[config.mk]
export PLATFORM = sky130hd
export DESIGN_NAME = dcache_way_store
export DESIGN_NICKNAME = d
export VERILOG_FILES = /design/src/verilog/dcache_pkg.sv /design/src/verilog/dcache_way_store.sv
export SDC_FILE = /design/constraint.sdc
export NUM_CORES = 2
export LEC_CHECK = 0
export BUFFER_PORTS_ARGS = -buffer_cell sky130_fd_sc_hd__buf_2
export CAP_MARGIN = 20
export CORE_ASPECT_RATIO = 0.9
export CORE_MARGIN = 1
export CORE_UTILIZATION = 60
export DETAILED_ROUTE_END_ITERATION = 8
export PLACE_DENSITY = 0.77
export SLEW_MARGIN = 40
export SYNTH_ARGS = -nofsm -noshare
export SYNTH_HDL_FRONTEND = slang
export SYNTH_SLANG_ARGS = --single-unit
[constraint.sdc]
create_clock -name clk -period 1.4 [get_ports clk]
set_input_delay 0.35 -clock clk [delete_from_list [all_inputs] [get_ports clk]]
set_output_delay 0.35 -clock clk [all_outputs]
set_load 0.005 [all_outputs]
[src/verilog/dcache_pkg.sv]
`default_nettype none

package dcache_pkg;

    // cache geometry
    localparam int index_width    = 4;
    localparam int offset_width   = 2;
    localparam int words_per_line = 1 << offset_width;
    localparam int num_sets       = 1 << index_width;

    // byte offset inside a word takes the last two bits
    localparam int tag_width = 32 - index_width - offset_width - 2;

    // memory size code for a full word access
    localparam logic [1:0] mem_size_word = 2'd2;

    // one line, word 0 in the low bits
    typedef logic [words_per_line-1:0][31:0] line_t;

    typedef struct packed {
        logic                 valid;
        logic [tag_width-1:0] tag;
    } tag_entry_t;

endpackage

`default_nettype wire
[src/verilog/dcache_way_store.sv]
`timescale 1ns/1ps
`default_nettype none

module dcache_way_store #(
    parameter type entry_t = dcache_pkg::line_t
) (
    input  logic                               clk,
    input  logic                               arst_n,
    input  logic [dcache_pkg::index_width-1:0] rd_index,
    output entry_t                             rd_entry0,
    output entry_t                             rd_entry1,
    input  logic [dcache_pkg::index_width-1:0] wr_index,
    input  logic [1:0]                         wr_en,
    input  entry_t                             wr_entry
);
    import dcache_pkg::*;

    entry_t way0_mem [num_sets];
    entry_t way1_mem [num_sets];

    ////////////////////////////////////////////////////////////////////////////
    // registered read, old contents on a same-edge write
    ////////////////////////////////////////////////////////////////////////////
    always_ff @(posedge clk or negedge arst_n) begin
        if (!arst_n) begin
            for (int s = 0; s < num_sets; s++) begin
                way0_mem[s] <= '0;
                way1_mem[s] <= '0;
            end
            rd_entry0 <= '0;
            rd_entry1 <= '0;
        end else begin
            if (wr_en[0]) begin
                way0_mem[wr_index] <= wr_entry;
            end
            if (wr_en[1]) begin
                way1_mem[wr_index] <= wr_entry;
            end
            rd_entry0 <= way0_mem[rd_index];
            rd_entry1 <= way1_mem[rd_index];
        end
    end

endmodule

`default_nettype wire

==> qor.yml <==
grt_max_degree: 83
yosysWarnings: 0
synth.largest_area_cell: "dfrtp_1"
hold_viol: 1
synthTopCellsByCount: "dfrtp_1, mux2_2, mux4_2"
hold-worst-slack_ns: -0.000501
p_comb_frac: 0.178
root_buffer: "clkbuf_16"
power.total_w: 0.354
period_share: 1.43
num-fill-cells: 19000
cts_sinks: 4352
gp_congestion: 0.856
worst-slew-pin-transition_ns: 0.732
required_ns: 1.05
worstPathCellList: "buf_6"
gr-total-overflow: 0
end_kind: "output port"
synth_top_area_share: 0.572
p_seq_frac: 0.488
finalMaxSlewViolations: 0
dieArea_sq_um: 319000
antenna_found_initial: 42
status: "complete, but fails checks"
cap_violations: 0
syn_area_sq_um: 190000
setup_ws_ns: -0.601
die_x_um: 596
fmax_mhz: 500
die_h_um: 536
grt_use_total: 0.355
cp.arrival_ns: 1.65
drtIter0Drc: 10800
drive_gt1_frac: 0.571
cts_tree: "yes"
path_clk_slew_ns: 0.06
design.core.area_sq_um: 314000
async_flop_share: 1.00
p_leak_nw: 98.6
pre_cts_slack_ns: -0.831
start_kind: "flop"
final_cells: 17200
critPathMaxStageDelay_ns: 0.51
start_util: 0.605
synthMostInstantiatedCell: "dfrtp_1"
layout_min_cycle_time_ns: 2.00
synth-seq-cells: 4352
powerDensity_nw_per_um2: 1570
p_int_w: 0.262
htree_num_levels: 5
final-setup-viol-count: 258
ys_seq_area_frac: 0.572
synth_nets: 11800
clock-skew-final_ns: 0.0337
fin_util: 0.715
switching_power_w: 0.0914
drc: 0
clkLatencyLatePin_ns: 0.98
rows: 195
grt_pass1_wl_um: 839000
synth_cell_types: 32
cp_top_family: "flip-flops"
synth_edf_count: 0
crit_buf_inv: 1
rsz0062_at_grt: "true"
slowest_stage: "dfrtp_2"
p_clk_frac: 0.334
ant_nets: 0
place_hpwl_um: 367000
routed_wl_um: 560000
synth_area_per_cell_sq_um: 16.3
synthTopCellsByArea: "dfrtp_1, mux2_2, mux4_2, a22oi_1, buf_2"
wl_per_cell_um: 32.6
viasPerCell: 6.66
swShare: 0.259
pin_count: 396
io_buffers: 395
detail_route.first_pass.iterations: 5
critPathKind: "flop to output port"
ir_drop_mv: 1.19
violations: "negative hold slack, negative setup slack"
slew_headroom: 0.511
syn_inst: 11700
numCtsBuffers: 430
syn2layout_area_growth_pct: 18.1
first_global_vias: 124000
crit_fanout: 2
hold_class: "input port to flop"
layout.nets: 12800
num_vias: 115000
synth-main-ff-cell: "dfrtp_1"
clockBufferDepth: 4
placed_cells: 16300
==> power by group through the flow <==
stage | sequential [W] | clock (W) | combinational, W
global route | 0.175 | 0.124 | 0.0673
finish | 0.172 | 0.118 | 0.0630
floorplan | 0.166 | 0 | 0.0444
detailed placement | 0.173 | 0 | 0.0614
CTS | 0.172 | 0.119 | 0.0628
global placement | 0.170 | 0 | 0.0584
==> cells in the final DEF, fill, tap and decap left out, drive strengths merged, types with 123 or more instances in the layout <==
master,n
a22oi,360
buf,1618
clkbuf,629
dfrtp,4352
dlygate4sd3,132
mux2,4144
mux2i,178
mux4,935
nand2,156
o21ai,123
==> repair_timing <==
item,in CTS,in global routing
hold endpoints to repair,7540,2
pin swaps,14,10
resized for setup,140,85
setup endpoints to repair,279,304
hold buffers,133,1
setup buffers,6,2
==> area by class of cell <==
class / instances / area [sq um] / area share
Tap cell: 4137 / 5180 / 0.0230
Timing Repair Buffer: 1750 / 19900 / 0.0887
Clock inverter: 159 / 1870 / 0.00833
Multi-Input combinational cell: 6149 / 76100 / 0.339
Inverter: 2 / 20.0 / 0.0000891
Clock buffer: 629 / 12600 / 0.0559
Sequential cell: 4352 / 109000 / 0.485
Antenna cell: 21 / 52.6 / 0.000234
==> worst paths after layout <==
path / slack, ns / start / endpoint / cells past startpoint
max in group asynchronous: 0.47 / arst_n / rd_entry0[3] / 4
worst max-delay path: -0.60 / rd_entry0[11] / rd_entry0[11] / 1
worst max register to register: -0.07 / way0_mem[226] / rd_entry0[98] / 4
worst min-delay path: -0.0005 / wr_en[1] / way1_mem[1450] / 4
worst min register to register: 0.49 / way0_mem[981] / way0_mem[981] / 1
min in group asynchronous: 0.10 / arst_n / way0_mem[751] / 3
==> per-stage QoR <==
stage	TNS, ns	area (sq um)
5_1_grt	-129.21	225000
3_5_place_dp	-2594.86	208000
6_report	-121.22	225000
2_1_floorplan	-770.03	191000
3_3_place_gp	-2471.51	208000
4_1_cts	-137.11	224000
==> routing by layer <==
layer	GRT usage	up-vias	routed length (um)
li1	-	45400	-
met2	0.555	4913	265000
met5	0	-	184
met1	0.485	62900	224000
met4	0.167	28	29200
met3	0.0697	1371	42400
==> registers in the layout, indices dropped and copies added, names as in the netlist <==
name       flops
rd_entry1    128
way0_mem    2048
rd_entry0    128
way1_mem    2048
==> logic make-up after synthesis <==
| logic type | share of synthesized area |
|---|---|
| AO/OA/AOI/OAI | 0.0232 |
| buffers and inverters | 0.0320 |
| flip-flops | 0.572 |
| multiplexers | 0.367 |
| AND/OR/NAND/NOR | 0.00535 |
Power figures use the tool's default switching activity.
