$ cat src/verilog/dcache_pkg.sv
`default_nettype none

package dcache_pkg;

    // cache geometry
    localparam int index_width    = 4;
    localparam int offset_width   = 2;
    localparam int words_per_line = 1 << offset_width;
    localparam int num_sets       = 1 << index_width;

    // byte offset inside a word takes the last two bits
    localparam int tag_width = 32 - index_width - offset_width - 2;

    // memory size code for a full word access
    localparam logic [1:0] mem_size_word = 2'd2;

    // one line, word 0 in the low bits
    typedef logic [words_per_line-1:0][31:0] line_t;

    typedef struct packed {
        logic                 valid;
        logic [tag_width-1:0] tag;
    } tag_entry_t;

endpackage

`default_nettype wire
$ cat src/verilog/dcache_lru.sv
`timescale 1ns/1ps
`default_nettype none

module dcache_lru (
    input  logic                               clk,
    input  logic                               arst_n,
    input  logic [dcache_pkg::index_width-1:0] rd_index,
    input  logic                               use_valid,
    input  logic [dcache_pkg::index_width-1:0] use_index,
    input  logic                               use_way,
    output logic                               victim
);
    import dcache_pkg::*;

    // one bit per set, names the least recently used way
    logic [num_sets-1:0] lru_bits;

    always_ff @(posedge clk or negedge arst_n) begin
        if (!arst_n) begin
            lru_bits <= '0;
        end else if (use_valid) begin
            // the way just used becomes the most recent one
            lru_bits[use_index] <= ~use_way;
        end
    end

    assign victim = lru_bits[rd_index];

endmodule

`default_nettype wire

$ cat config.mk
export PLATFORM = sky130hd
export DESIGN_NAME = dcache_lru
export DESIGN_NICKNAME = d
export VERILOG_FILES = /design/src/verilog/dcache_pkg.sv /design/src/verilog/dcache_lru.sv
export SDC_FILE = /design/constraint.sdc
export NUM_CORES = 1
export LEC_CHECK = 0
export ABC_AREA = 0
export BUFFER_PORTS_ARGS = -buffer_cell sky130_fd_sc_hd__buf_4
export CAP_MARGIN = 10
export CORE_AREA = 2 2 42 44
export DETAILED_ROUTE_END_ITERATION = 6
export DIE_AREA = 0 0 44 46
export PLACE_DENSITY = 0.73
export SYNTH_ARGS = -nofsm -noshare
export SYNTH_HDL_FRONTEND = slang
export SYNTH_SLANG_ARGS = --single-unit
$ cat constraint.sdc
create_clock -name clk -period 1.4 [get_ports clk]
set_input_delay 0.07 -clock clk [delete_from_list [all_inputs] [get_ports clk]]
set_output_delay 0.07 -clock clk [all_outputs]
set_load 0.1 [all_outputs]
==> key figures <==
STA
  – Rel. slew slack: 78.36%
  – Max-slew violations: 0
  – Setup_tns: -0.3051 ns
  – Fmax achieved: just under 600 MHz
  – Crit share post-route: 121.8%
  – Worst slew pin tran: roughly 0.32 ns
  – Post-route setup slack: -0.3051 ns
  – RSZ-0062 raised after global routing: yes
  – Fin crit period: ~1.7 ns
  – Fin. Hold Viols: 0
  – Setup Skew: 0 ns
  – Setup violators final: 1

Cells and area
  – Top reg by flops: lru_bits
  – Area delta synth->final: 22.54%
  – Largest register FFs: 16
  – Finished Cell Area: about 970 um^2
  – Fraction of layout instances using a drive strength above 1: about 29%
  – Final net count: 93
  – Final core utilization: approximately 60%
  – FILL cells: between 100 and 150
  – # diodes: 0
  – Biggest regs: lru_bits (16)

Placed design
  – Cell Area, Placed: 895.9 um^2
  – IO buf count: 12
  – Placer Congestion: 0.7481
  – Final HPWL DP: 1096 um
  – Post-place setup slack: -0.09552 ns

Power and ir drop
  – Pwr Density: approximately 1300 mW/mm^2
  – Pleak: around 0.38 nW
  – Worst vdd ir: ~0.00048 V
  – Total power: 0.001234 W

Global routing
  – Grt total ovfl: 0
  – M3 GR Usage: under 10%
  – First-pass GRT wire length: roughly 2500 um
  – Antenna violations before repair: 0
  – Largest net degree at the start of global routing: 17
  – GR Util met2: a little over a quarter
  – Vias in the first global route: 547
  – Grt peak-use layer: met2
  – GR met1 Demand/Resource: 23.26%
  – Total track usage: ~18%

Synth
  – Yosys cell types: 14
  – Mean Syn Cell Area: roughly 12 um^2
  – Post-synth top area share: 50.79%
  – Seq/Total Area, Yosys: slightly above 50%
  – Mapped Cells: between 60 and 70
  – Syn Std Cell Area: between 700 and 800 um^2
  – Top cells by area, synth: dfrtp_1 (51%), o31ai_1 (15%), mux4_2 (11%)
  – Syn nets: 79
  – Yosys top cell by area: dfrtp_1
  – Synth warnings: 0
  – #FFs+latches synth: 16

CTS
  – Post-CTS setup buffer count: 0
  – CTS sink count: 16
  – CTS clk-pin slew, worst paths: ~0.090 ns
  – H-tree Lvls: 1
  – Clk_lat worst skew: around 0.29 ns
  – CTS Buffer Depth: 2
  – TritonCTS Buffers: 3
  – CTS tree: built
  – Root buffer cell: clkbuf_4

Drt
  – DRT Pass-1 Iters: 4
  – Routed WL: 1506 um
  – Via count: 600
  – Post-route DRC: 0
  – Vias/cell: 6.250
  – Post-route ant nets: 0
  – Per-cell routed wire length: between 15 and 20 um
  – Starting DRT DRC Count: 11

Worst setup path
  – Worst Path Arrival: around 1.6 ns
  – CP delay by family, top: multiplexers
  – R2r endpoint: lru_bits[9]
  – CP max stage delay: 0.49 ns
  – CP required: between 1 and 1.5 ns
  – CP Launch Type: register
  – R2r startpoint: lru_bits[9]
  – Worst Path Max Fanout: 2
  – R2R setup slack: a little over 0.7 ns
  – Slowest CP cell: mux4_2
  – WP buf/inv: 1
  – Critical path, cell by cell: mux4_2 > mux2i_4 > mux2i_4 > buf_12
  – Setup Crit Path Kind: reg2out
  – Cell mode on critical path: mux2i_4
  – Critical Path Start: lru_bits[12]
  – Critical Path Sink Type: output pin
  – R2R depth: 2

Min path
  – Hold path endpoint: lru_bits[1]
  – Tightest Hold Check Type: in2reg
  – Worst hold stages: 2
  – Worst Hold Launch: use_way

Run
  – Max-cap violation count: 0

Floorplanning
  – Chip width: between 40 and 50 um
  – Die Height: 46 um
  – Die area: a little over 0.002 mm^2
  – # rows: 15
  – Initial Utilization: between 40 and 50%
  – Top Ports: 13
  – Core region area: between 0.0015 and 0.002 mm^2

Run status
  – Status: complete, but fails checks
  – Failing checks: negative setup slack
==> power breakdown <==
| part | switching, W | internal [W] |
|---|---|---|
| Combinational | 0.000202 | 0.000187 |
| Sequential | 0.0000433 | 0.000555 |
| Clock | 0.000147 | 0.000100 |
==> worst max path at each step <==
stage          depth (start not counted)     end  slack [ns]
2_1_floorplan                          3  victim        0.03
3_3_place_gp                           4  victim       -0.06
3_5_place_dp                           4  victim        -0.1
4_1_cts                                4  victim       -0.34
5_1_grt                                4  victim       -0.35
6_report                               4  victim       -0.31
==> layout make-up <==
type	instances	area, um^2	area share, %
Multi-Input combinational cell	47	409.1	42.36
Sequential cell	16	400.4	41.45
Timing Repair Buffer	13	112.6	11.66
Clock buffer	3	22.52	2.332
Tap cell	17	21.27	2.202
==> synth_stat cells <==
cell type / count
dfrtp_1: 16
nand2b_1: 2
nand3_1: 1
nand2_1: 1
buf_2: 1
nand3b_1: 2
o21ai_0: 12
mux2i_1: 3
mux4_2: 4
o31ai_1: 16
or3b_1: 1
or2_2: 1
clkbuf_1: 3
o21ai_1: 4
==> metal layers <==
| metal | vias to the layer above | part of all wire, % |
|---|---|---|
| met1 | 291 | 46 |
| met3 | 5 | 2.9 |
| met5 | - | 0 |
| met4 | 0 | 3.5 |
| met2 | 11 | 48 |
| li1 | 293 | - |
==> per-stage QoR <==
stage | cells | hold slack, ns
final | 96 | 0.09793
after global routing | 96 | 0.1037
after CTS | 96 | 0.08618
after detailed placement | 92 | -0.05956
after global placement | 92 | -0.05913
after floorplan | 67 | -0.2256
==> layout by cell type, fill, tap and decap left out <==
master          n
clkbuf_4        3
nand2b_1        2
o21ai_0        12
o21ai_1         4
or2_2           1
nand3b_1        2
dlygate4sd3_1   1
mux2i_4         3
buf_12          1
buf_4          11
nand2_1         1
dfrtp_1        16
or3b_1          1
nand3_1         1
mux4_2          4
o31ai_1        16
==> cell families after synthesis <==
logic type / share of synthesized area (%)
AO/OA/AOI/OAI: 25.40
flip-flops: 50.79
AND/OR/NAND/NOR: 6.507
multiplexers: 15.24
buffers and inverters: 2.063
==> repair_timing <==
item                                   CTS  global route
endpoints found under the hold margin   16             0
hold buffers                             1             0
resized for setup                        5             2
setup endpoints to repair                1             1
Power figures use the tool's default switching activity.
