--- config.mk ---
export PLATFORM = sky130hd
export DESIGN_NAME = dcache_ctrl
export DESIGN_NICKNAME = d
export VERILOG_FILES = /design/src/verilog/dcache_pkg.sv /design/src/verilog/dcache_ctrl.sv
export SDC_FILE = /design/constraint.sdc
export NUM_CORES = 1
export LEC_CHECK = 0
export ABC_AREA = 1
export BUFFER_PORTS_ARGS = -buffer_cell sky130_fd_sc_hd__buf_2
export CELL_PAD_IN_SITES_DETAIL_PLACEMENT = 0
export CELL_PAD_IN_SITES_GLOBAL_PLACEMENT = 2
export CORE_MARGIN = 10
export CORE_UTILIZATION = 14
export DETAILED_ROUTE_END_ITERATION = 10
export PLACE_DENSITY = 0.82
export SYNTH_ARGS = -nofsm -noshare
export SYNTH_HDL_FRONTEND = slang
export SYNTH_SLANG_ARGS = --single-unit
--- constraint.sdc ---
create_clock -name clk -period 1.7 [get_ports clk]
set_clock_uncertainty 0.15 [all_clocks]
set_input_delay 0.255 -clock clk [delete_from_list [all_inputs] [get_ports clk]]
set_output_delay 0.255 -clock clk [all_outputs]
set_load 0.05 [all_outputs]
--- src/verilog/dcache_pkg.sv ---
`default_nettype none

package dcache_pkg;

    // cache geometry
    localparam int index_width    = 4;
    localparam int offset_width   = 2;
    localparam int words_per_line = 1 << offset_width;
    localparam int num_sets       = 1 << index_width;

    // byte offset inside a word takes the last two bits
    localparam int tag_width = 32 - index_width - offset_width - 2;

    // memory size code for a full word access
    localparam logic [1:0] mem_size_word = 2'd2;

    // one line, word 0 in the low bits
    typedef logic [words_per_line-1:0][31:0] line_t;

    typedef struct packed {
        logic                 valid;
        logic [tag_width-1:0] tag;
    } tag_entry_t;

endpackage

`default_nettype wire
--- src/verilog/dcache_ctrl.sv ---
`timescale 1ns/1ps
`default_nettype none

module dcache_ctrl (
    // pipeline
    input  logic                               clk,
    input  logic                               arst_n,
    input  logic                               req_valid,
    output logic                               req_ready,
    output logic                               resp_valid,
    // request buffer
    output logic                               buf_load,
    input  logic [dcache_pkg::index_width-1:0] req_index,
    input  logic [dcache_pkg::tag_width-1:0]   buf_tag,
    input  logic [dcache_pkg::index_width-1:0] buf_index,
    input  logic                               buf_write,
    input  logic [3:0]                         buf_wstrb,
    input  logic [31:0]                        buf_addr,
    input  logic [31:0]                        buf_wdata,
    // arrays
    output logic [dcache_pkg::index_width-1:0] rd_index,
    input  dcache_pkg::tag_entry_t             tag0,
    input  dcache_pkg::tag_entry_t             tag1,
    output logic [1:0]                         tag_we,
    output logic [1:0]                         data_we,
    output logic                               data_sel_refill,
    // lru
    input  logic                               lru_victim,
    output logic                               lru_use,
    output logic                               lru_way,
    // datapath
    output logic                               sel_way,
    // memory
    output logic                               mem_req,
    output logic                               mem_wr,
    output logic [31:0]                        mem_addr,
    output logic [31:0]                        mem_wdata,
    output logic [1:0]                         mem_size,
    output logic [3:0]                         mem_wstrb,
    input  logic                               mem_addr_ok,
    input  logic                               mem_data_ok
);
    import dcache_pkg::*;

    typedef enum logic [2:0] {
        st_idle,
        st_lookup,
        st_miss_req,
        st_miss_wait,
        st_wr_req,
        st_wr_wait
    } state_t;

    state_t     state;
    state_t     state_nxt;
    logic       hit0;
    logic       hit1;
    logic       hit;
    logic       in_lookup;
    logic       in_refill;
    logic       in_write;
    logic       mem_done;
    logic       refill_done;
    logic [1:0] victim_oh;

    ////////////////////////////////////////////////////////////////////////////
    // hit compare
    ////////////////////////////////////////////////////////////////////////////
    assign hit0 = tag0.valid && (tag0.tag == buf_tag);
    assign hit1 = tag1.valid && (tag1.tag == buf_tag);
    assign hit  = hit0 || hit1;

    assign in_lookup = (state == st_lookup);
    assign in_refill = (state == st_miss_req) || (state == st_miss_wait);
    assign in_write  = (state == st_wr_req) || (state == st_wr_wait);

    // data_ok in a request state only counts together with addr_ok
    assign mem_done = ((state == st_miss_req || state == st_wr_req) && mem_addr_ok &&
                       mem_data_ok) ||
                      ((state == st_miss_wait || state == st_wr_wait) && mem_data_ok);

    assign refill_done = in_refill && mem_done;

    // victim stays valid through the miss, nothing uses the lru meanwhile
    assign victim_oh = lru_victim ? 2'b10 : 2'b01;

    ////////////////////////////////////////////////////////////////////////////
    // pipeline handshake
    ////////////////////////////////////////////////////////////////////////////

    // a read hit frees the cache in the lookup cycle
    assign req_ready  = (state == st_idle) || (in_lookup && !buf_write && hit);
    assign buf_load   = req_valid && req_ready;
    assign rd_index   = buf_load ? req_index : buf_index;
    assign resp_valid = (in_lookup && !buf_write && hit) || mem_done;

    // array and lru updates
    assign tag_we          = refill_done ? victim_oh : 2'b00;
    assign data_we         = refill_done ? victim_oh :
                             (in_lookup && buf_write) ? {hit1, hit0} : 2'b00;
    assign data_sel_refill = in_refill;
    assign sel_way         = hit1;
    assign lru_use         = (in_lookup && hit) || refill_done;
    assign lru_way         = in_lookup ? hit1 : lru_victim;

    ////////////////////////////////////////////////////////////////////////////
    // memory request
    ////////////////////////////////////////////////////////////////////////////

    // fields come from registers only, so they hold until addr_ok
    assign mem_req   = (state == st_miss_req) || (state == st_wr_req);
    assign mem_wr    = in_write;
    assign mem_addr  = in_write ? buf_addr : {buf_tag, buf_index, {(offset_width + 2){1'b0}}};
    assign mem_wdata = buf_wdata;
    assign mem_size  = mem_size_word;
    assign mem_wstrb = in_write ? buf_wstrb : 4'b0000;

    ////////////////////////////////////////////////////////////////////////////
    // FSM
    ////////////////////////////////////////////////////////////////////////////
    always_comb begin
        state_nxt = state;
        case (state)
            st_idle: begin
                if (buf_load) begin
                    state_nxt = st_lookup;
                end
            end
            st_lookup: begin
                if (buf_write) begin
                    state_nxt = st_wr_req;
                end else if (!hit) begin
                    state_nxt = st_miss_req;
                end else if (!buf_load) begin
                    state_nxt = st_idle;
                end
            end
            st_miss_req: begin
                if (mem_addr_ok) begin
                    state_nxt = mem_data_ok ? st_idle : st_miss_wait;
                end
            end
            st_wr_req: begin
                if (mem_addr_ok) begin
                    state_nxt = mem_data_ok ? st_idle : st_wr_wait;
                end
            end
            st_miss_wait, st_wr_wait: begin
                if (mem_data_ok) begin
                    state_nxt = st_idle;
                end
            end
            default: state_nxt = st_idle;
        endcase
    end

    always_ff @(posedge clk or negedge arst_n) begin
        if (!arst_n) begin
            state <= st_idle;
        end else begin
            state <= state_nxt;
        end
    end

endmodule

`default_nettype wire

==> results.md <==
* Hold Path Class: in2async
* RSZ-0062 raised after global routing: yes
* Final Hold Violating Endpoints at 0
* Setup crit end: rd_index[2]
* Max stage delay on crit path at 0.14 ns
* Reg clk slew, reported paths at 0.03 ns
* Most used cell, CP: nand2_4
* Tmin final at 2.07 ns
* R2R depth at 9
* Largest net degree at the start of global routing at 16
* Crit path depth at 15
* Synthesized cell area at 2280 µm²
* Slowest-stage cell, CP: buf_8
* Seq cells post-synth at 3
* Drt total wl at 13.9 mm
* Final worst slack at -0.368 ns
* Max Cap Viol at 0
* Kind of start point of the critical path: input pin
* CP arrival at 1.66 ns
* Ports at 244
* Synth cell types at 31
* Skew-Pair Late Insertion Delay at 0.23 ns
* Final HPWL DP at 11.4 mm
* DRC violations left at 0
* Worst hold slack at 0.250 ns
* # fillers at 1693
* PwrDens at 907 nW/µm²
* Die area at 21800 µm²
* Max Freq at 484 MHz
* RR Endpoint: state[2]
* First-pass GRT wire length at 20.9 mm
* CP required at 1.29 ns
* Share of cells above drive strength 1 at 0.708
* CTS tree: built
* TNS Setup at -11.11 ns
* Leakage power at 0.00332 µW
* Final period utilization at 1.22
* Max FFs per register at 3
* Final Slew Violations at 0
* Final Setup Violations at 56
* Worst Path Class, Setup: in2out
* Reg with most FFs: state
* Post-layout nets at 926
* Area taken by multi-input logic gates at 2610 µm²
* Failing checks: negative setup slack
* Post-synthesis sequential area ratio at 0.0329
* Status: finished with violations
* Initial antenna violation count at 2
* Die height at 148 µm
* Root Driver: clkbuf_16
* WL/cell at 14.2 µm
* Die Width at 148 µm
* Floorplan core area at 15900 µm²
* GRT Overall Usage at 0.119
* Via density at 3.85
* Buf/Inv on CP at 3
* Post-synthesis cell count at 487
* Vias at 3787
* Diodes inserted at 0
* CP top delay family: simple AND/OR/NAND/NOR gates
* Share of the synthesized area in the top cell type at 0.338
* PortBufs at 177
* Clock sinks at 3
* Synth area leader: nand2_1
* Vias in the first global route at 3989
* Syn Nets at 644
* Pre-Repair DR Iteration Count at 4
* Area Overhead vs Synth at 173%
* Crit path max fanout at 6
* Total CTS buffers at 3
* CTS Buffer Depth at 2
* Crit path cell chain: buf_8 -> buf_6 -> nand2_4 -> nand2_2 -> nor2_2 -> nand2_2 -> nor2_2 -> nand3_2 -> nand2_4 -> nand2_4 -> nand2_8 -> nand2_8 -> nand2_4 -> nand2_4 -> buf_8
* Critical path launch point: buf_tag[13]
* FF+latch area at 77.6 µm²
* Htree depth at 1
* Starting Density at 0.143
* CP Capture Type: output pin
* Synth area leaders: nand2_1, buf_4, inv_1
* Gpl congestion at 0.824
* Aggregate global routing overflow at 0
* Worst vdd ir at 0.444 mV
* Synth Area per Inst at 4.68 µm²
* Leading registers by flop count: state x3
* Reg-to-reg startpoint: state[1]
* Initial DRC Count at 132
* FP Rows at 46
* Synth warn at 0
* Antenna Nets Post-Route at 0
* Worst reg2reg setup slack at -0.03 ns
cell usage after synthesis:
cell        n
nand2_1   205
inv_1      59
nor2_1     55
buf_4      34
inv_2      26
o21ai_0    26
nand3_1    19
xnor2_1    12
nand4_1     9
clkbuf_1    5
o21ai_1     5
dfrtp_1     3
nor2_2      3
a21oi_1     2
conb_1      2
nand2_2     2
nand2_4     2
nand3_2     2
nand3b_1    2
nor3_1      2
or2_2       2
a21boi_0    1
a21oi_2     1
and2_0      1
and2_1      1
buf_2       1
clkinv_1    1
nand2_8     1
nor4_4      1
o22ai_1     1
xor2_1      1
worst min-delay path by stage:
stage	from	endpoint	depth (start not counted)
4_1_cts	arst_n	state[0]	2
5_1_grt	arst_n	state[0]	2
3_3_place_gp	arst_n	state[0]	1
3_5_place_dp	arst_n	state[0]	1
6_report	arst_n	state[0]	2
2_1_floorplan	arst_n	state[0]	0
worst register-to-register path: stages (launching register included):
cell and delay [ns]:
dfrtp_2 0.46, buf_6 0.14, buf_6 0.12, nor3_4 0.20, nand2_2 0.13, buf_4 0.15, buf_4 0.11, nand2_1 0.05
nand3_1 0.08, nand2_1 0.07
layer usage:
metal	GRT usage	routed length, µm	vias up	share of wire
met4	0.0178	142	2	0.010
li1	-	-	1998	-
met1	0.140	5790	1657	0.42
met2	0.217	7020	117	0.50
met5	0	8	-	0.00057
met3	0.0305	964	13	0.069
cell families (layout without fill, tap and decap cells):
logic type,after synthesis,count (layout),share of synthesized area
simple gates,307,307,0.567
buf+inv,126,407,0.264
compound gates,36,36,0.0824
xor+xnor,13,13,0.0500
flops,3,3,0.0329
other cells,2,2,0.00330
through the flow:
step	instances	instance area [µm²]	utilization	power (µW)	setup WS (ns)
finish	984	6210	0.389	5640	-0.368
global route	984	6210	0.389	5940	-0.483
CTS	974	5790	0.363	5290	-0.364
detailed placement	948	4420	0.277	3560	-0.607
global placement	948	4420	0.277	3560	-0.599
floorplan	487	2720	-	2670	-0.113
cells in the final DEF (no fill, tap or decap), drive strengths merged:
cell type and instances:
or2 2, o21ai 31, nor2 58, and2 2, clkinv 2, nand2 210
a21boi 1, o22ai 1, xnor2 12, xor2 1, clkinvlp 1, dlygate4sd3 1
nand3b 2, buf 315, clkbuf 4, a21oi 3, nor4 1, nand3 21
nor3 2, dfrtp 3, nand4 9, inv 84, conb 2
timing repair:
item | 4_1_cts | 5_1_grt
hold buffers | 1 | 0
endpoints found under the hold margin | 3 | 0
pin swaps | 65 | 40
gates cloned | 4 | 1
resized for setup | 290 | 100
buffers inserted | 21 | 12
setup endpoints to repair | 56 | 56
area by class of cell:
| type | instances | area share |
|---|---|---|
| multi-input cells | 358 | 0.421 |
| well taps | 216 | 0.0435 |
| flip-flops and latches | 3 | 0.0125 |
| repair buffers | 316 | 0.441 |
| inverters | 86 | 0.0669 |
| repair inverters | 1 | 0.00262 |
| clock buffers | 4 | 0.0127 |
power by group:
part	total, µW	switching, µW	leakage (µW)	internal [µW]
Clock	382	72.2	0.0000382	310
Sequential	154	51.7	0.0000358	103
Combinational	5100	2850	0.00325	2250
(Power assumes the default switching activity.)
