==> src/verilog/dcache_pkg.sv <==
`default_nettype none

package dcache_pkg;

    // cache geometry
    localparam int index_width    = 4;
    localparam int offset_width   = 2;
    localparam int words_per_line = 1 << offset_width;
    localparam int num_sets       = 1 << index_width;

    // byte offset inside a word takes the last two bits
    localparam int tag_width = 32 - index_width - offset_width - 2;

    // memory size code for a full word access
    localparam logic [1:0] mem_size_word = 2'd2;

    // one line, word 0 in the low bits
    typedef logic [words_per_line-1:0][31:0] line_t;

    typedef struct packed {
        logic                 valid;
        logic [tag_width-1:0] tag;
    } tag_entry_t;

endpackage

`default_nettype wire
==> src/verilog/dcache_req_buf.sv <==
`timescale 1ns/1ps
`default_nettype none

module dcache_req_buf (
    input  logic                               clk,
    input  logic                               arst_n,
    input  logic                               load,
    input  logic [31:0]                        req_addr,
    input  logic [31:0]                        req_wdata,
    input  logic                               req_write,
    input  logic [3:0]                         req_wstrb,
    output logic [dcache_pkg::index_width-1:0] req_index,
    output logic [dcache_pkg::tag_width-1:0]   buf_tag,
    output logic [dcache_pkg::index_width-1:0] buf_index,
    output logic [dcache_pkg::offset_width-1:0] buf_offset,
    output logic [31:0]                        buf_addr,
    output logic [31:0]                        buf_wdata,
    output logic                               buf_write,
    output logic [3:0]                         buf_wstrb
);
    import dcache_pkg::*;

    // address and access type
    always_ff @(posedge clk or negedge arst_n) begin
        if (!arst_n) begin
            buf_addr  <= '0;
            buf_write <= 1'b0;
        end else if (load) begin
            buf_addr  <= req_addr;
            buf_write <= req_write;
        end
    end

    always_ff @(posedge clk) begin
        if (load) begin
            buf_wdata <= req_wdata;
            buf_wstrb <= req_wstrb;
        end
    end

    // index of the offered request for the read on acceptance
    assign req_index = req_addr[offset_width+2 +: index_width];

    // tag | index | word offset | byte
    assign buf_offset = buf_addr[2 +: offset_width];
    assign buf_index  = buf_addr[offset_width+2 +: index_width];
    assign buf_tag    = buf_addr[31 -: tag_width];

endmodule

`default_nettype wire

==> config.mk <==
export PLATFORM = sky130hd
export DESIGN_NAME = dcache_req_buf
export DESIGN_NICKNAME = d
export VERILOG_FILES = /design/src/verilog/dcache_pkg.sv /design/src/verilog/dcache_req_buf.sv
export SDC_FILE = /design/constraint.sdc
export NUM_CORES = 1
export LEC_CHECK = 0
export BUFFER_PORTS_ARGS = -buffer_cell sky130_fd_sc_hd__buf_4
export CORE_ASPECT_RATIO = 2
export CORE_MARGIN = 4
export CORE_UTILIZATION = 38
export CTS_CLUSTER_DIAMETER = 30
export DETAILED_ROUTE_END_ITERATION = 16
export PLACE_DENSITY = 0.83
export SYNTH_ARGS = -nofsm -noshare
export SYNTH_HDL_FRONTEND = slang
export SYNTH_SLANG_ARGS = --single-unit
==> constraint.sdc <==
create_clock -name clk -period 0.85 [get_ports clk]
set_clock_uncertainty 0.05 [all_clocks]
set_input_delay 0.0425 -clock clk [delete_from_list [all_inputs] [get_ports clk]]
set_output_delay 0.0425 -clock clk [all_outputs]
set_load 0.03 [all_outputs]
==> results.toml, run 1 <==
[status]
status = "complete, but fails checks"
violations = "setup timing"

[worst_hold_path]
holdPathEnd = "buf_wdata[16]"
hold_start = "load"
hold_path_class = "in2reg"
holdPathStages = 2

[logic_synthesis]
syn_inst = 140
syn-num-nets = 212
synth.distinct_cells = 7
post-synth-top-area-cell = "edfxtp_1"
ys_warn_count = 0
avgSynthCellArea_um2 = 19.4
seq_area_frac_synth = 0.702
yosys-top-cells-area = "edfxtp_1 40%, dfrtp_1 30%, mux2_4 17%, buf_4 9.4%, buf_12 2.2%"
syn_area_um2 = 2720
yosysTopAreaCellShare = 0.398
ys_ff_latch = 69

[placed_design]
hpwl_mm = 5.43
numPortBuffers = 174
place_area_um2 = 4090
dp_slack_ps = -86.2
place.gp.congestion = 0.704

[setup_path]
crit_required_ps = 760
critPathLaunchType = "flop"
crit_buf_inv = 2
arrival_ps = 1030
end_kind = "primary output"
critPathMaxFanout = 2
r2r_cells = 2
reg2reg_to = "buf_addr[28]"
path_cells = "buf_6, buf_6"
max_stage_delay_ps = 440
crit_slowest_cell = "dfrtp_2"
worstSetupPathType = "reg2out"
reg2reg_slack_ps = -170
worstReg2RegStart = "buf_addr[28]"
critPathTopFamily = "flip-flops"
worst_path_most_repeated_cell = "buf_6"

[floorplan]
start_util = 0.392
die_w_um = 67.8
die_y_um = 128
rows = 43
pin_count = 175
die-area_um2 = 8650
core_area_um2 = 6940

[power_and_ir_drop]
power_frac_seq = 0.346
p_clk_frac = 0.367
powerDensity_nw_per_um2 = 2070
p_comb_frac = 0.287
intPower_mw = 8.65
switching_power_mw = 3.28
irDropWorstVdd_mv = 1.57
p_leak_nw = 2.65
switching_share = 0.275

[clocking]
cts_sinks = 69
clock_latency_ps = 320
cts_buffers = 9
clockBufferDepth = 2
h-tree-depth = 3
cts_tree = "done"
clkTransAtPathRegs_ps = 60
root_buffer = "clkbuf_16"

[route]
finalWirelength_mm = 10.6
drc_errors = 0
ant_nets = 0
via_per_inst = 4.53
dr.pass1.iters = 4
drt-initial-drc-count = 127
wl_per_cell_um = 21.5
via_count = 2241

[timing]
postLayoutSetupSlackWorst_ps = -273
setup_tns_ps = -19880
tightest_slew_ps = 433
relSlewSlack = 0.711
fin_crit_sh = 1.32
setup_viol = 123
final-max-slew-violation-count = 0
fmax_mhz = 891
finalCriticalPeriod_ps = 1120
finalHoldViolations = 0
rsz0062_at_grt = "true"
hold_ws_ps = 115

[layout]
drive_above_1_share = 0.736
layout_common_cells = "136 x buf_6, 78 x buf_4, 70 x dlygate4sd3_1"
final_common_cell = "buf_6"
antenna_cells = 0
final_nets = 472
final_area_um2 = 5770
areaGrowthSynthToFinish_pct = 112

[global_routing]
overflow = 0
first_global_vias = 2581
antenna_found_initial = 0
grt_usage = 0.246
grt_max_degree = 34
grt_pass1_wl_mm = 14.8

[flow_run]
drv_cap = 0
==> power groups by stage <==
stage | clock, mW | combinational [mW] | sequential [mW]
after global routing | 4.65 | 3.55 | 4.15
after floorplan | 0 | 0.866 | 4.69
after detailed placement | 0 | 2.54 | 4.07
after CTS | 4.37 | 3.27 | 4.08
final | 4.38 | 3.42 | 4.13
after global placement | 0 | 2.49 | 4.06
==> routing by layer <==
metal	GRT usage	vias to the layer above	part of all wire
li1	-	982	-
met2	0.437	129	0.56
met4	0.122	0	0.028
met5	0	-	0
met1	0.253	1110	0.34
met3	0.0677	20	0.065
==> worst reg2reg max path: cells and delay by family (launching register included) <==
kind,cells,cell delay (ps)
buf+inv,1,140
flops,1,440
mux,1,280
==> how the worst max path moves through the flow <==
stage	to	startpoint	cells after the start	slack [ps]
after detailed placement	buf_addr[18]	load	3	-90
after global placement	buf_addr[10]	load	3	-60
after global routing	buf_addr[26]	buf_addr[26]	2	-290
after floorplan	buf_addr[10]	buf_addr[10]	1	-60
final	buf_addr[26]	buf_addr[26]	2	-270
after CTS	buf_tag[2]	buf_addr[10]	2	-240
==> cells in the mapped netlist <==
| master | number |
|---|---|
| buf_12 | 3 |
| buf_4 | 34 |
| buf_6 | 1 |
| dfrtp_1 | 33 |
| edfxtp_1 | 36 |
| mux2_2 | 3 |
| mux2_4 | 30 |
==> kinds of logic after synthesis <==
group / Yosys count / share of synthesized area
flops: 69 / 0.702
mux: 33 / 0.178
buf+inv: 38 / 0.120
==> registers in the layout, indices dropped and copies added, names as in the netlist <==
signal	count
buf_wdata	32
buf_write	1
buf_addr	32
buf_wstrb	4
==> timing repair <==
| item | 4_1_cts | 5_1_grt |
|---|---|---|
| hold endpoints to repair | 102 | 0 |
| gates resized for setup | 123 | 13 |
| buffers inserted | 11 | 5 |
| hold buffers | 70 | 0 |
| endpoints found under the setup margin | 101 | 128 |
==> metrics by stage <==
| stage | std cells | power (mW) | util |
|---|---|---|---|
| 3_3_place_gp | 393 | 6.55 | 0.590 |
| 3_5_place_dp | 393 | 6.62 | 0.590 |
| 5_1_grt | 495 | 12.3 | 0.832 |
| 2_1_floorplan | 140 | 5.56 | - |
| 4_1_cts | 490 | 11.7 | 0.819 |
| 6_report | 495 | 11.9 | 0.832 |
==> area by class of cell <==
cell class / count / area, um2
repair buffers: 287 / 2880
well taps: 90 / 113
flip-flops and latches: 69 / 1950
clock buffers: 11 / 243
multi-input cells: 33 / 484
clock inverters: 5 / 108
fillers: 302 / 1170
No activity file was read; power rests on OpenSTA's default activity.
==> inputs of run 2 (changes only) <==
Settings changed: REMOVE_ABC_BUFFERS set to 1.
Clock period 0.85 ns to 0.98 ns, I/O delays scaled along.
==> results.toml, run 2 (synthesized netlist as in run 1, its figures left out) <==
[status]
status = "complete, but fails checks"
violations = "setup timing"

[flow_run]
drv_cap = 0

[clocking]
cts_tree = "done"
clockBufferDepth = 2
cts_sinks = 69
clock_latency_ps = 320
cts_buffers = 9
clkTransAtPathRegs_ps = 60
root_buffer = "clkbuf_16"
h-tree-depth = 3

[route]
dr.pass1.iters = 4
via_count = 2247
finalWirelength_mm = 11.5
via_per_inst = 4.83
drt-initial-drc-count = 98
drc_errors = 0
wl_per_cell_um = 24.8
ant_nets = 0

[timing]
postLayoutSetupSlackWorst_ps = -133
final-max-slew-violation-count = 0
hold_ws_ps = 125
setup_tns_ps = -3010
rsz0062_at_grt = "true"
fin_crit_sh = 1.14
tightest_slew_ps = 451
finalHoldViolations = 0
fmax_mhz = 899
finalCriticalPeriod_ps = 1110
setup_viol = 81
relSlewSlack = 0.699

[setup_path]
arrival_ps = 1010
end_kind = "primary output"
critPathLaunchType = "flop"
critPathMaxFanout = 2
max_stage_delay_ps = 410
crit_start = "buf_addr[13]"
worstSetupPathType = "reg2out"
crit_slowest_cell = "dfrtp_1"
path_cells = "buf_6, buf_6"
crit_required_ps = 880
worstReg2RegStart = "buf_addr[13]"
worst_path_most_repeated_cell = "buf_6"

[power_and_ir_drop]
p_total_mw = 9.73
p_leak_nw = 2.45
powerDensity_nw_per_um2 = 1820
irDropWorstVdd_mv = 1.15

[global_routing]
grt_pass1_wl_mm = 16.4
antenna_found_initial = 0
first_global_vias = 2635
overflow = 0
grt_usage = 0.275
grt_max_degree = 34

[floorplan]
die-area_um2 = 8650
die_y_um = 128
pin_count = 175
rows = 43
core_area_um2 = 6940
start_util = 0.392
die_w_um = 67.8

[layout]
drive_above_1_share = 0.664
final_common_cell = "buf_6"
seqCellArea_um2 = 1930
finalNonFillerCells = 465
antenna_cells = 0
areaGrowthSynthToFinish_pct = 96.7
fillCellCount = 325
fin_util = 0.770
reg_top3 = "buf_addr: 32 flops, buf_wdata: 32 flops, buf_wstrb: 4 flops"
final_area_um2 = 5350
final_nets = 442
layout_common_cells = "102 x buf_6, 83 x buf_4, 70 x dlygate4sd3_1"
multi_input_area_um2 = 484

[placed_design]
hpwl_mm = 5.99
place_area_um2 = 3890
numPortBuffers = 174
place.gp.congestion = 0.816
dp_slack_ps = 58.2
place_inst = 373

[worst_hold_path]
hold_path_class = "in2reg"
hold_start = "load"
==> run 2: changes by cell type in the layout (fill, tap and decap cells not counted), moves of 2 or more <==
cell	before	now
dfrtp_1	0	17
buf_6	136	102
clkinv_4	2	0
buf_4	78	83
dfrtp_2	33	16
clkbuf_1	1	3
==> run 2: path summary, 6_finish.rpt <==
check | end | slack [ps] | depth (start not counted)
setup / recovery | buf_addr[13] | -130 | 2
hold / removal | buf_wdata[1] | 130 | 2
setup reg to reg | buf_addr[13] | -110 | 3
hold reg to reg | buf_write | 540 | 1
max in group asynchronous | buf_addr[23] | 370 | 2
min in group asynchronous | buf_addr[22] | 160 | 2
==> run 2: critical path: cells and delay by family, from the launching register on <==
kind / cells / cell delay, ps
flops: 1 / 410
buf+inv: 2 / 270
==> run 2: report_power, final <==
group	internal [mW]	total, mW	leakage [nW]	switching [mW]
combinational	1.33	2.64	1.59	1.32
clock	2.23	3.45	0.147	1.22
sequential	3.35	3.64	0.722	0.287
total	6.90	9.73	2.45	2.83
==> run 2: layer usage <==
layer | track usage | routed length, um | up-vias
met4 | 0.106 | 400 | 0
met2 | 0.415 | 5760 | 155
met1 | 0.366 | 4390 | 1143
li1 | - | - | 917
met3 | 0.0880 | 993 | 32
met5 | 0 | 0 | -
==> run 2: final cells by class <==
class,count,area share
multi-input cells,33,0.0906
well taps,90,0.0211
repair buffers,257,0.470
flip-flops and latches,69,0.360
clock inverters,4,0.0136
clock buffers,12,0.0442
==> run 2: repair_timing <==
| action | 4_1_cts | 5_1_grt |
|---|---|---|
| setup endpoints to repair | 68 | 101 |
| hold endpoints to repair | 102 | 0 |
| setup buffers | 2 | 4 |
| resized for setup | 69 | 49 |
| hold buffers | 70 | 0 |
| cloned | 0 | 0 |
| pin swaps | 0 | 0 |
