File: src/verilog/dcache_pkg.sv
`default_nettype none

package dcache_pkg;

    // cache geometry
    localparam int index_width    = 4;
    localparam int offset_width   = 2;
    localparam int words_per_line = 1 << offset_width;
    localparam int num_sets       = 1 << index_width;

    // byte offset inside a word takes the last two bits
    localparam int tag_width = 32 - index_width - offset_width - 2;

    // memory size code for a full word access
    localparam logic [1:0] mem_size_word = 2'd2;

    // one line, word 0 in the low bits
    typedef logic [words_per_line-1:0][31:0] line_t;

    typedef struct packed {
        logic                 valid;
        logic [tag_width-1:0] tag;
    } tag_entry_t;

endpackage

`default_nettype wire
File: src/verilog/dcache_datapath.sv
`timescale 1ns/1ps
`default_nettype none

module dcache_datapath (
    input  dcache_pkg::line_t                   way0_line,
    input  dcache_pkg::line_t                   way1_line,
    input  dcache_pkg::line_t                   refill_line,
    input  logic                                sel_refill,
    input  logic                                sel_way,
    input  logic [dcache_pkg::offset_width-1:0] offset,
    input  logic [31:0]                         wdata,
    input  logic [3:0]                          wstrb,
    output logic [31:0]                         rdata,
    output dcache_pkg::line_t                   merged_line
);
    import dcache_pkg::*;

    line_t      way_line;
    line_t      src_line;
    logic [3:0] eff_strb;

    ////////////////////////////////////////////////////////////////////////////
    // line and word select
    ////////////////////////////////////////////////////////////////////////////
    always_comb begin
        way_line = sel_way ? way1_line : way0_line;
        // refill data goes straight to the pipeline
        src_line = sel_refill ? refill_line : way_line;
        rdata    = src_line[offset];
    end

    ////////////////////////////////////////////////////////////////////////////
    // byte merge
    ////////////////////////////////////////////////////////////////////////////

    // a refill line is stored as it came from memory
    assign eff_strb = sel_refill ? 4'b0000 : wstrb;

    always_comb begin
        merged_line = src_line;
        for (int b = 0; b < 4; b++) begin
            if (eff_strb[b]) begin
                merged_line[offset][8*b +: 8] = wdata[8*b +: 8];
            end
        end
    end

endmodule

`default_nettype wire

File: config.mk
export PLATFORM = sky130hd
export DESIGN_NAME = dcache_datapath
export DESIGN_NICKNAME = d
export VERILOG_FILES = /design/src/verilog/dcache_pkg.sv /design/src/verilog/dcache_datapath.sv
export SDC_FILE = /design/constraint.sdc
export NUM_CORES = 1
export LEC_CHECK = 0
export BUFFER_PORTS_ARGS = -buffer_cell sky130_fd_sc_hd__buf_2
export CORE_AREA = 8 8 220 222
export DETAILED_ROUTE_END_ITERATION = 7
export DIE_AREA = 0 0 228 230
export GPL_TIMING_DRIVEN = 0
export PLACE_DENSITY = 0.33
export SLEW_MARGIN = 30
export SYNTH_ARGS = -nofsm -noshare
export SYNTH_HDL_FRONTEND = slang
export SYNTH_SLANG_ARGS = --single-unit
File: constraint.sdc
create_clock -name vclk -period 2.17
set_input_delay 0.434 -clock vclk [all_inputs]
set_output_delay 0.434 -clock vclk [all_outputs]
set_load 0.01 [all_outputs]
==> impl_metrics.tcl, run 1 <==
set metrics [dict create \
    outcome "finished with violations" \
    violations "negative setup slack" \
    grt_pass1_vias 8871 \
    fillers 5046 \
    place_area_um2 8870 \
    synth_cell_types 17 \
    instances_no_fill 1848 \
    final_nets 1670 \
    drc 0 \
    final_cell_mix "539 x buf_2, 128 x nand2_1, 98 x mux2i_1, 96 x mux2_2, 69 x o21ai_1" \
    fp.dieW_um 228 \
    crit_fanout 6 \
    setup.worst_path.start "sel_way" \
    dieHeight_um 230 \
    synth_fa_ha_area_frac 0 \
    wl_um 55800 \
    viasPerCell 4.31 \
    start_kind "input port" \
    muxShareOfSynthArea 0.662 \
    detail-route-antenna-nets 0 \
    yosys_warnings 0 \
    slowest_stage "mux4_2" \
    clock.fmax_mhz 437 \
    synth-simple-area-share 0.146 \
    crit_arrival_ns 1.85 \
    wire_per_inst_um 30.2 \
    worst_slack_ns -0.119 \
    min_from "wdata[10]" \
    multi_input_area_um2 5390 \
    synth_xor_area_frac 0 \
    dieArea_um2 52400 \
    maxCapViolCount 0 \
    cp_cell_sequence "buf_16 -> buf_16 -> buf_12 -> mux2i_2 -> o21ai_2 -> mux4_2 -> buf_6" \
    dp_hpwl_um 44800 \
    design.core.area_um2 44900 \
    syn_nets 1047 \
    gp_congestion 0.804 \
    synth_top_area_frac 0.277 \
    layout_commonest_cell "buf_2" \
    yosysTopAreaCell "mux2_2" \
    hold_class "input port to primary output" \
    initial_core_util 0.116 \
    met1_usage 0.223 \
    synth_top_family_by_area "multiplexers" \
    yosysSeqAreaShare 0 \
    syn_area_um2 5200 \
    tns_ns -2.12 \
    syn_inst 623 \
    min_period_over_period 1.05 \
    design.seq.count 0 \
    grt.met3_usage 0.0486 \
    ios 584 \
    worst_pin_slew_ns 0.397 \
    placedCellCount 1804 \
    drt_iter0_drc 333 \
    grt_pass1_wl_um 73300 \
    vias 7964 \
    grt.met2_usage 0.369 \
    critical-path-max-stage-delay_ns 0.49 \
    finalHoldViolCount 0 \
    top_usage_layer "met2" \
    grt_remaining_overflow 0 \
    clkbuf_count 0 \
    total_power_mw 2.82 \
    io_buffers 580 \
    fin_util 0.242 \
    grt_usage 0.197 \
    power_leakage_nw 5.30 \
    grt_max_degree 12 \
    rows 78 \
    max_slew_margin 0.733 \
    drive_gt1_frac 0.736 \
    ir_drop_mv 0.0731 \
    area_delta_synth_final_pct 109 \
    synth-compound-area-share 0.123 \
    power.density_nw_per_um2 259 \
    path_class "input port to primary output" \
    antenna_found_initial 12 \
    seqCellArea_um2 0 \
    setup_violations 32 \
    cp.required_ns 1.74 \
    cts_hold_buf 0 \
    fin_area_um2 10900 \
    drt_first_pass_iters 4 \
    end_kind "primary output" \
    path_common_cell "buf_16" \
    min_period_ns 2.29 \
    synth_area_leaders "mux2_2 28%, mux2i_1 25%, mux4_2 14%" \
    syn_area_per_cell_um2 8.35 \
    rsz0062_at_grt "true" \
    slew_viol_final 0 \
]
metal layers:
layer,share of wire,up-vias
met1,0.39,3832
met4,0.024,6
met2,0.52,459
met5,0.00059,-
met3,0.070,61
li1,-,3606
through the flow:
step | setup WS (ns) | hold slack [ns]
final | -0.119 | 1.21
after global placement | -1.06 | 1.23
after CTS | -0.131 | 1.23
after global routing | -0.161 | 1.22
after detailed placement | -1.01 | 1.23
after floorplan | 0.128 | 1.02
path summary, 6_finish.rpt:
path                              end  slack [ns]  cells after the start
worst max-delay path        rdata[16]       -0.12                      7
worst min-delay path  merged_line[10]        1.21                      3
cells in the mapped netlist, drive strengths merged:
cell	number
mux2i	128
nor3	2
nor4b	4
o21ai	128
buf	53
mux2	128
nor4bb	6
nor3b	4
mux4	32
nand2	131
clkbuf	7
area by class of cell:
type | count | share of cell area
plain buffers | 60 | 0.0844
diodes | 4 | 0.000921
multi-input cells | 563 | 0.496
well taps | 600 | 0.0690
repair buffers | 621 | 0.350
logic make-up (layout without fill, tap and decap cells):
| family | after synthesis | count (layout) |
|---|---|---|
| mux | 288 | 288 |
| simple gates | 147 | 147 |
| compound gates | 128 | 128 |
| buf+inv | 60 | 681 |
| other cells | 0 | 4 |
critical path, delay by kind of cell:
| kind | cells | cell delay (ns) |
|---|---|---|
| compound gates | 1 | 0.09 |
| mux | 2 | 0.72 |
| buf+inv | 4 | 0.60 |
power breakdown:
group,internal [mW],switching [mW]
sequential,0,0
clock,0.000000247,0
combinational,1.42,1.39
what timing repair did:
item	4_1_cts	5_1_grt
resized for setup	227	125
endpoints found under the setup margin	160	102
pin swaps	16	14
buffers inserted	22	11
cloned	4	4
Power figures use the tool's default switching activity.
==> run 2, diff against run 1 <==
Settings changed: CORE_AREA 8 8 220 222 to 8 8 221 223, DIE_AREA 0 0 228 230 to 0 0 229 231.
==> run 2 against run 1 <==
  * The flow still finishes with violations (negative setup slack)
  * Worst hold slack gained 0.0088 ns
  * Clock-buffer cell count did not move
  * First-iteration DRC count grew 20%
  * Critical path type unchanged
  * Maximum frequency increased by 0.71%
  * Largest cell class unchanged
  * Largest power group unchanged
  * Core utilization increased by 2.1 points
  * Highest routed layer unchanged
==> impl_metrics.tcl, run 2 (synthesis gave the netlist of run 1 again) <==
set metrics [dict create \
    slew_viol_final 0 \
    place_area_um2 8870 \
    design.seq.count 0 \
    drt_iter0_drc 399 \
    slowest_stage "mux4_2" \
    power.density_nw_per_um2 266 \
    grt_remaining_overflow 0 \
    crit_arrival_ns 1.84 \
    critical-path-max-stage-delay_ns 0.48 \
    worst_slack_ns -0.102 \
    hold_class "input port to primary output" \
    start_kind "input port" \
    holdWs_ns 1.22 \
    cp_cell_sequence "buf_16 -> buf_16 -> buf_8 -> mux2i_4 -> o21ai_2 -> mux4_2 -> buf_6" \
    clock_power_share 0 \
    placedCellCount 1804 \
    area_delta_synth_final_pct 128 \
    vias 8135 \
    seqCellArea_um2 0 \
    drive_gt1_frac 0.778 \
    ios 584 \
    wl_um 59700 \
    instances_no_fill 1866 \
    dieHeight_um 231 \
    clock.fmax_mhz 440 \
    cp_top_family "multiplexers" \
    clkbuf_count 0 \
    p_comb_frac 1.000 \
    detail-route-antenna-nets 0 \
    rows 78 \
    fp.dieW_um 229 \
    violations "negative setup slack" \
    drc 0 \
    max_slew_margin 0.777 \
    finalHoldViolCount 0 \
    end_kind "primary output" \
    post-place-ws_ns -0.774 \
    setup_violations 32 \
    crit_buf_inv 4 \
    worst_pin_slew_ns 0.325 \
    p_int_mw 1.63 \
    tns_ns -1.02 \
    seqPwrFrac 0 \
    maxCapViolCount 0 \
    cp.required_ns 1.74 \
    power_leakage_nw 5.64 \
    io_buffers 580 \
    gp_congestion 0.852 \
    crit_fanout 6 \
    fin_area_um2 11900 \
    path_common_cell "buf_16" \
    outcome "finished with violations" \
    design.core.area_um2 45100 \
    dp_hpwl_um 45700 \
    final_nets 1689 \
    grt_pass1_wl_um 76700 \
    wire_per_inst_um 32.0 \
    grt_pass1_vias 9064 \
    antenna_found_initial 10 \
    min_period_over_period 1.05 \
    grt_usage 0.207 \
    initial_core_util 0.115 \
    rsz0062_at_grt "true" \
    dieArea_um2 52900 \
    switching_share 0.484 \
    drt_first_pass_iters 5 \
    layout_commonest_cell "buf_2" \
    min_period_ns 2.27 \
    power_switching_mw 1.53 \
    grt_max_degree 12 \
    path_class "input port to primary output" \
    viasPerCell 4.36 \
    ir_drop_mv 0.0810 \
    final_cell_mix "516 x buf_2, 121 x nand2_1, 81 x mux2i_1, 80 x buf_6, 77 x mux2_2" \
]
[run 2: cell types whose count changed in the layout (fill, tap and decap cells not counted), sizes merged]
| cell | change |
|---|---|
| buf | +21 |
| bufbuf | -1 |
| clkbuf | -1 |
| diode | -1 |
[run 2: worst paths after layout]
path | slack (ns) | from | depth (start not counted) | endpoint
worst max-delay path | -0.10 | sel_way | 7 | rdata[29]
worst min-delay path | 1.22 | wdata[18] | 3 | merged_line[18]
[run 2: routing by layer]
metal  routed length (um)  track usage  share of wire
met5                   26            0        0.00044
met4                 1660       0.0414          0.028
met3                 4210       0.0492          0.071
met2                30300        0.388           0.51
met1                23500        0.237           0.39
[run 2: final cells by class]
cell class | instances | area [um^2]
fillers | 4965 | 33200
well taps | 600 | 751
plain buffers | 59 | 1040
multi-input cells | 563 | 5790
diodes | 3 | 7.51
repair buffers | 641 | 4270
[run 2: metrics by stage]
stage	util	power (mW)
floorplan	-	1.08
global placement	0.196	2.34
detailed placement	0.197	2.34
CTS	0.243	2.89
global route	0.263	3.33
finish	0.263	3.16
[run 2: what timing repair did]
item	4_1_cts	5_1_grt
setup endpoints to repair	160	116
gates cloned	15	5
pin swaps	18	16
setup buffers	36	10
gates resized for setup	318	234
hold buffers	0	0
[run 2: power by group through the flow]
| stage | clock network (mW) | registers (mW) | logic, mW |
|---|---|---|---|
| 3_3_place_gp | 0 | 0 | 2.34 |
| 3_5_place_dp | 0 | 0 | 2.34 |
| 4_1_cts | 0 | 0 | 2.89 |
| 5_1_grt | 0.000000186 | 0 | 3.33 |
| 2_1_floorplan | 0 | 0 | 1.08 |
| 6_report | 0.000000188 | 0 | 3.16 |
[run 2: tightest hold or removal path, cell delays in order]
cell and delay, ns:
buf_2 0.11, mux2_4 0.15, buf_6 0.09
==> run 3, diff against run 2 <==
Settings changed: CORE_AREA 8 8 221 223 to 8 8 220 222, DIE_AREA 0 0 229 231 to 0 0 228 230, PLACE_DENSITY 0.33 to 0.42.
==> run 3 against run 2 <==
  * The run still ends with negative setup slack left
  * Global-route usage fell by 0.64 points
  * Via count rose by 1.5%
  * Wire length fell by 5.2%
  * Final area fell by 5.0%
  * First-iteration DRC count rose by 15%
  * Sequential share of layout area did not move
  * Non-clock buffer count fell by 10
  * Critical path type unchanged
  * Sequential cell count did not move
  * Critical path depth did not move
  * Final cell count fell by 0.64%
  * Die area fell by 0.87%
  * Largest cell class unchanged
  * Worst hold slack got worse by 0.0019 ns
==> impl_metrics.tcl, run 3 (synthesis gave the netlist of run 1 again) <==
set metrics [dict create \
    ios 584 \
    end_kind "primary output" \
    violations "negative setup slack" \
    antenna_found_initial 9 \
    crit_fanout 7 \
    area_delta_synth_final_pct 117 \
    wire_per_inst_um 30.5 \
    drc 0 \
    start_kind "input port" \
    crit_arrival_ns 1.85 \
    holdWs_ns 1.22 \
    clock.fmax_mhz 438 \
    dieArea_um2 52400 \
    drive_gt1_frac 0.734 \
    worst_slack_ns -0.112 \
    post-place-ws_ns -1.07 \
    path_common_cell "buf_16" \
    seqCellArea_um2 0 \
    io_buffers 580 \
    crit_buf_inv 4 \
    hold_class "input port to primary output" \
    cp_top_family "multiplexers" \
    fp.dieW_um 228 \
    design.core.area_um2 44900 \
    tns_ns -1.97 \
    vias 8257 \
    cp_cell_sequence "buf_16 -> buf_16 -> buf_12 -> mux2i_4 -> o21ai_2 -> mux4_2 -> buf_6" \
    rows 78 \
    grt_max_degree 11 \
    min_period_ns 2.28 \
    path_class "input port to primary output" \
    dp_hpwl_um 44700 \
    grt_pass1_wl_um 74800 \
    max_slew_margin 0.738 \
    slew_viol_final 0 \
    fillers 4927 \
    gp_congestion 0.858 \
    rsz0062_at_grt "true" \
    wl_um 56600 \
    outcome "finished with violations" \
    drt_first_pass_iters 4 \
    final_cell_mix "514 x buf_2, 125 x nand2_1, 103 x mux2i_1, 86 x buf_6, 73 x mux2_2" \
    finalHoldViolCount 0 \
    min_period_over_period 1.05 \
    clkbuf_count 0 \
    cts_hold_buf 0 \
    maxCapViolCount 0 \
    dieHeight_um 230 \
    slowest_stage "mux4_2" \
    detail-route-antenna-nets 0 \
    cp.required_ns 1.74 \
    design.seq.count 0 \
    setup_violations 42 \
    grt_remaining_overflow 0 \
    grt_pass1_vias 9137 \
    initial_core_util 0.116 \
    critical-path-max-stage-delay_ns 0.47 \
    viasPerCell 4.45 \
    grt_usage 0.201 \
    worst_pin_slew_ns 0.393 \
    drt_iter0_drc 460 \
    layout_commonest_cell "buf_2" \
    final_nets 1679 \
]
run 3: cell count changes in the layout (fill, tap and decap cells not counted), moves of 5 or more:
cell	previous run	this run
clkbuf_16	7	2
mux2i_2	16	11
o21ai_2	47	19
mux2i_4	31	14
o21ai_0	12	31
mux2i_1	81	103
buf_6	80	86
o21ai_1	64	72
run 3: area by class of cell:
cell class	count	area, um^2	share of cell area
Timing Repair Buffer	630	4040	0.359
Antenna cell	1	2.50	0.000222
Tap cell	600	751	0.0666
Buffer	60	1020	0.0908
Multi-Input combinational cell	563	5450	0.484
run 3: worst paths after layout:
check                      from         endpoint  depth (start not counted)
worst max-delay path    sel_way        rdata[13]                          7
worst min-delay path  wdata[12]  merged_line[12]                          3
run 3: what timing repair did:
action | CTS | global route
pin swaps | 20 | 14
gates cloned | 7 | 1
setup endpoints to repair | 160 | 114
buffers inserted | 37 | 5
resized for setup | 370 | 58
run 3: layer usage:
| layer | routed length (um) | global-route usage | vias up | part of all wire |
|---|---|---|---|---|
| li1 | - | - | 3618 | - |
| met1 | 23000 | 0.243 | 4008 | 0.41 |
| met2 | 27500 | 0.357 | 549 | 0.49 |
| met3 | 4310 | 0.0437 | 80 | 0.076 |
| met4 | 1740 | 0.0505 | 2 | 0.031 |
| met5 | 17 | 0 | - | 0.00030 |
run 3: worst min-delay path: cells and delay by family:
kind / cells / cell delay, ns
buffers and inverters: 2 / 0.20
multiplexers: 1 / 0.15
run 3: stage by stage:
step           instances  utilization  area, um^2
2_1_floorplan        623            -        5200
3_3_place_gp        1803        0.197        8860
3_5_place_dp        1804        0.198        8880
4_1_cts             1848        0.245       11000
5_1_grt             1853        0.251       11300
6_report            1854        0.251       11300
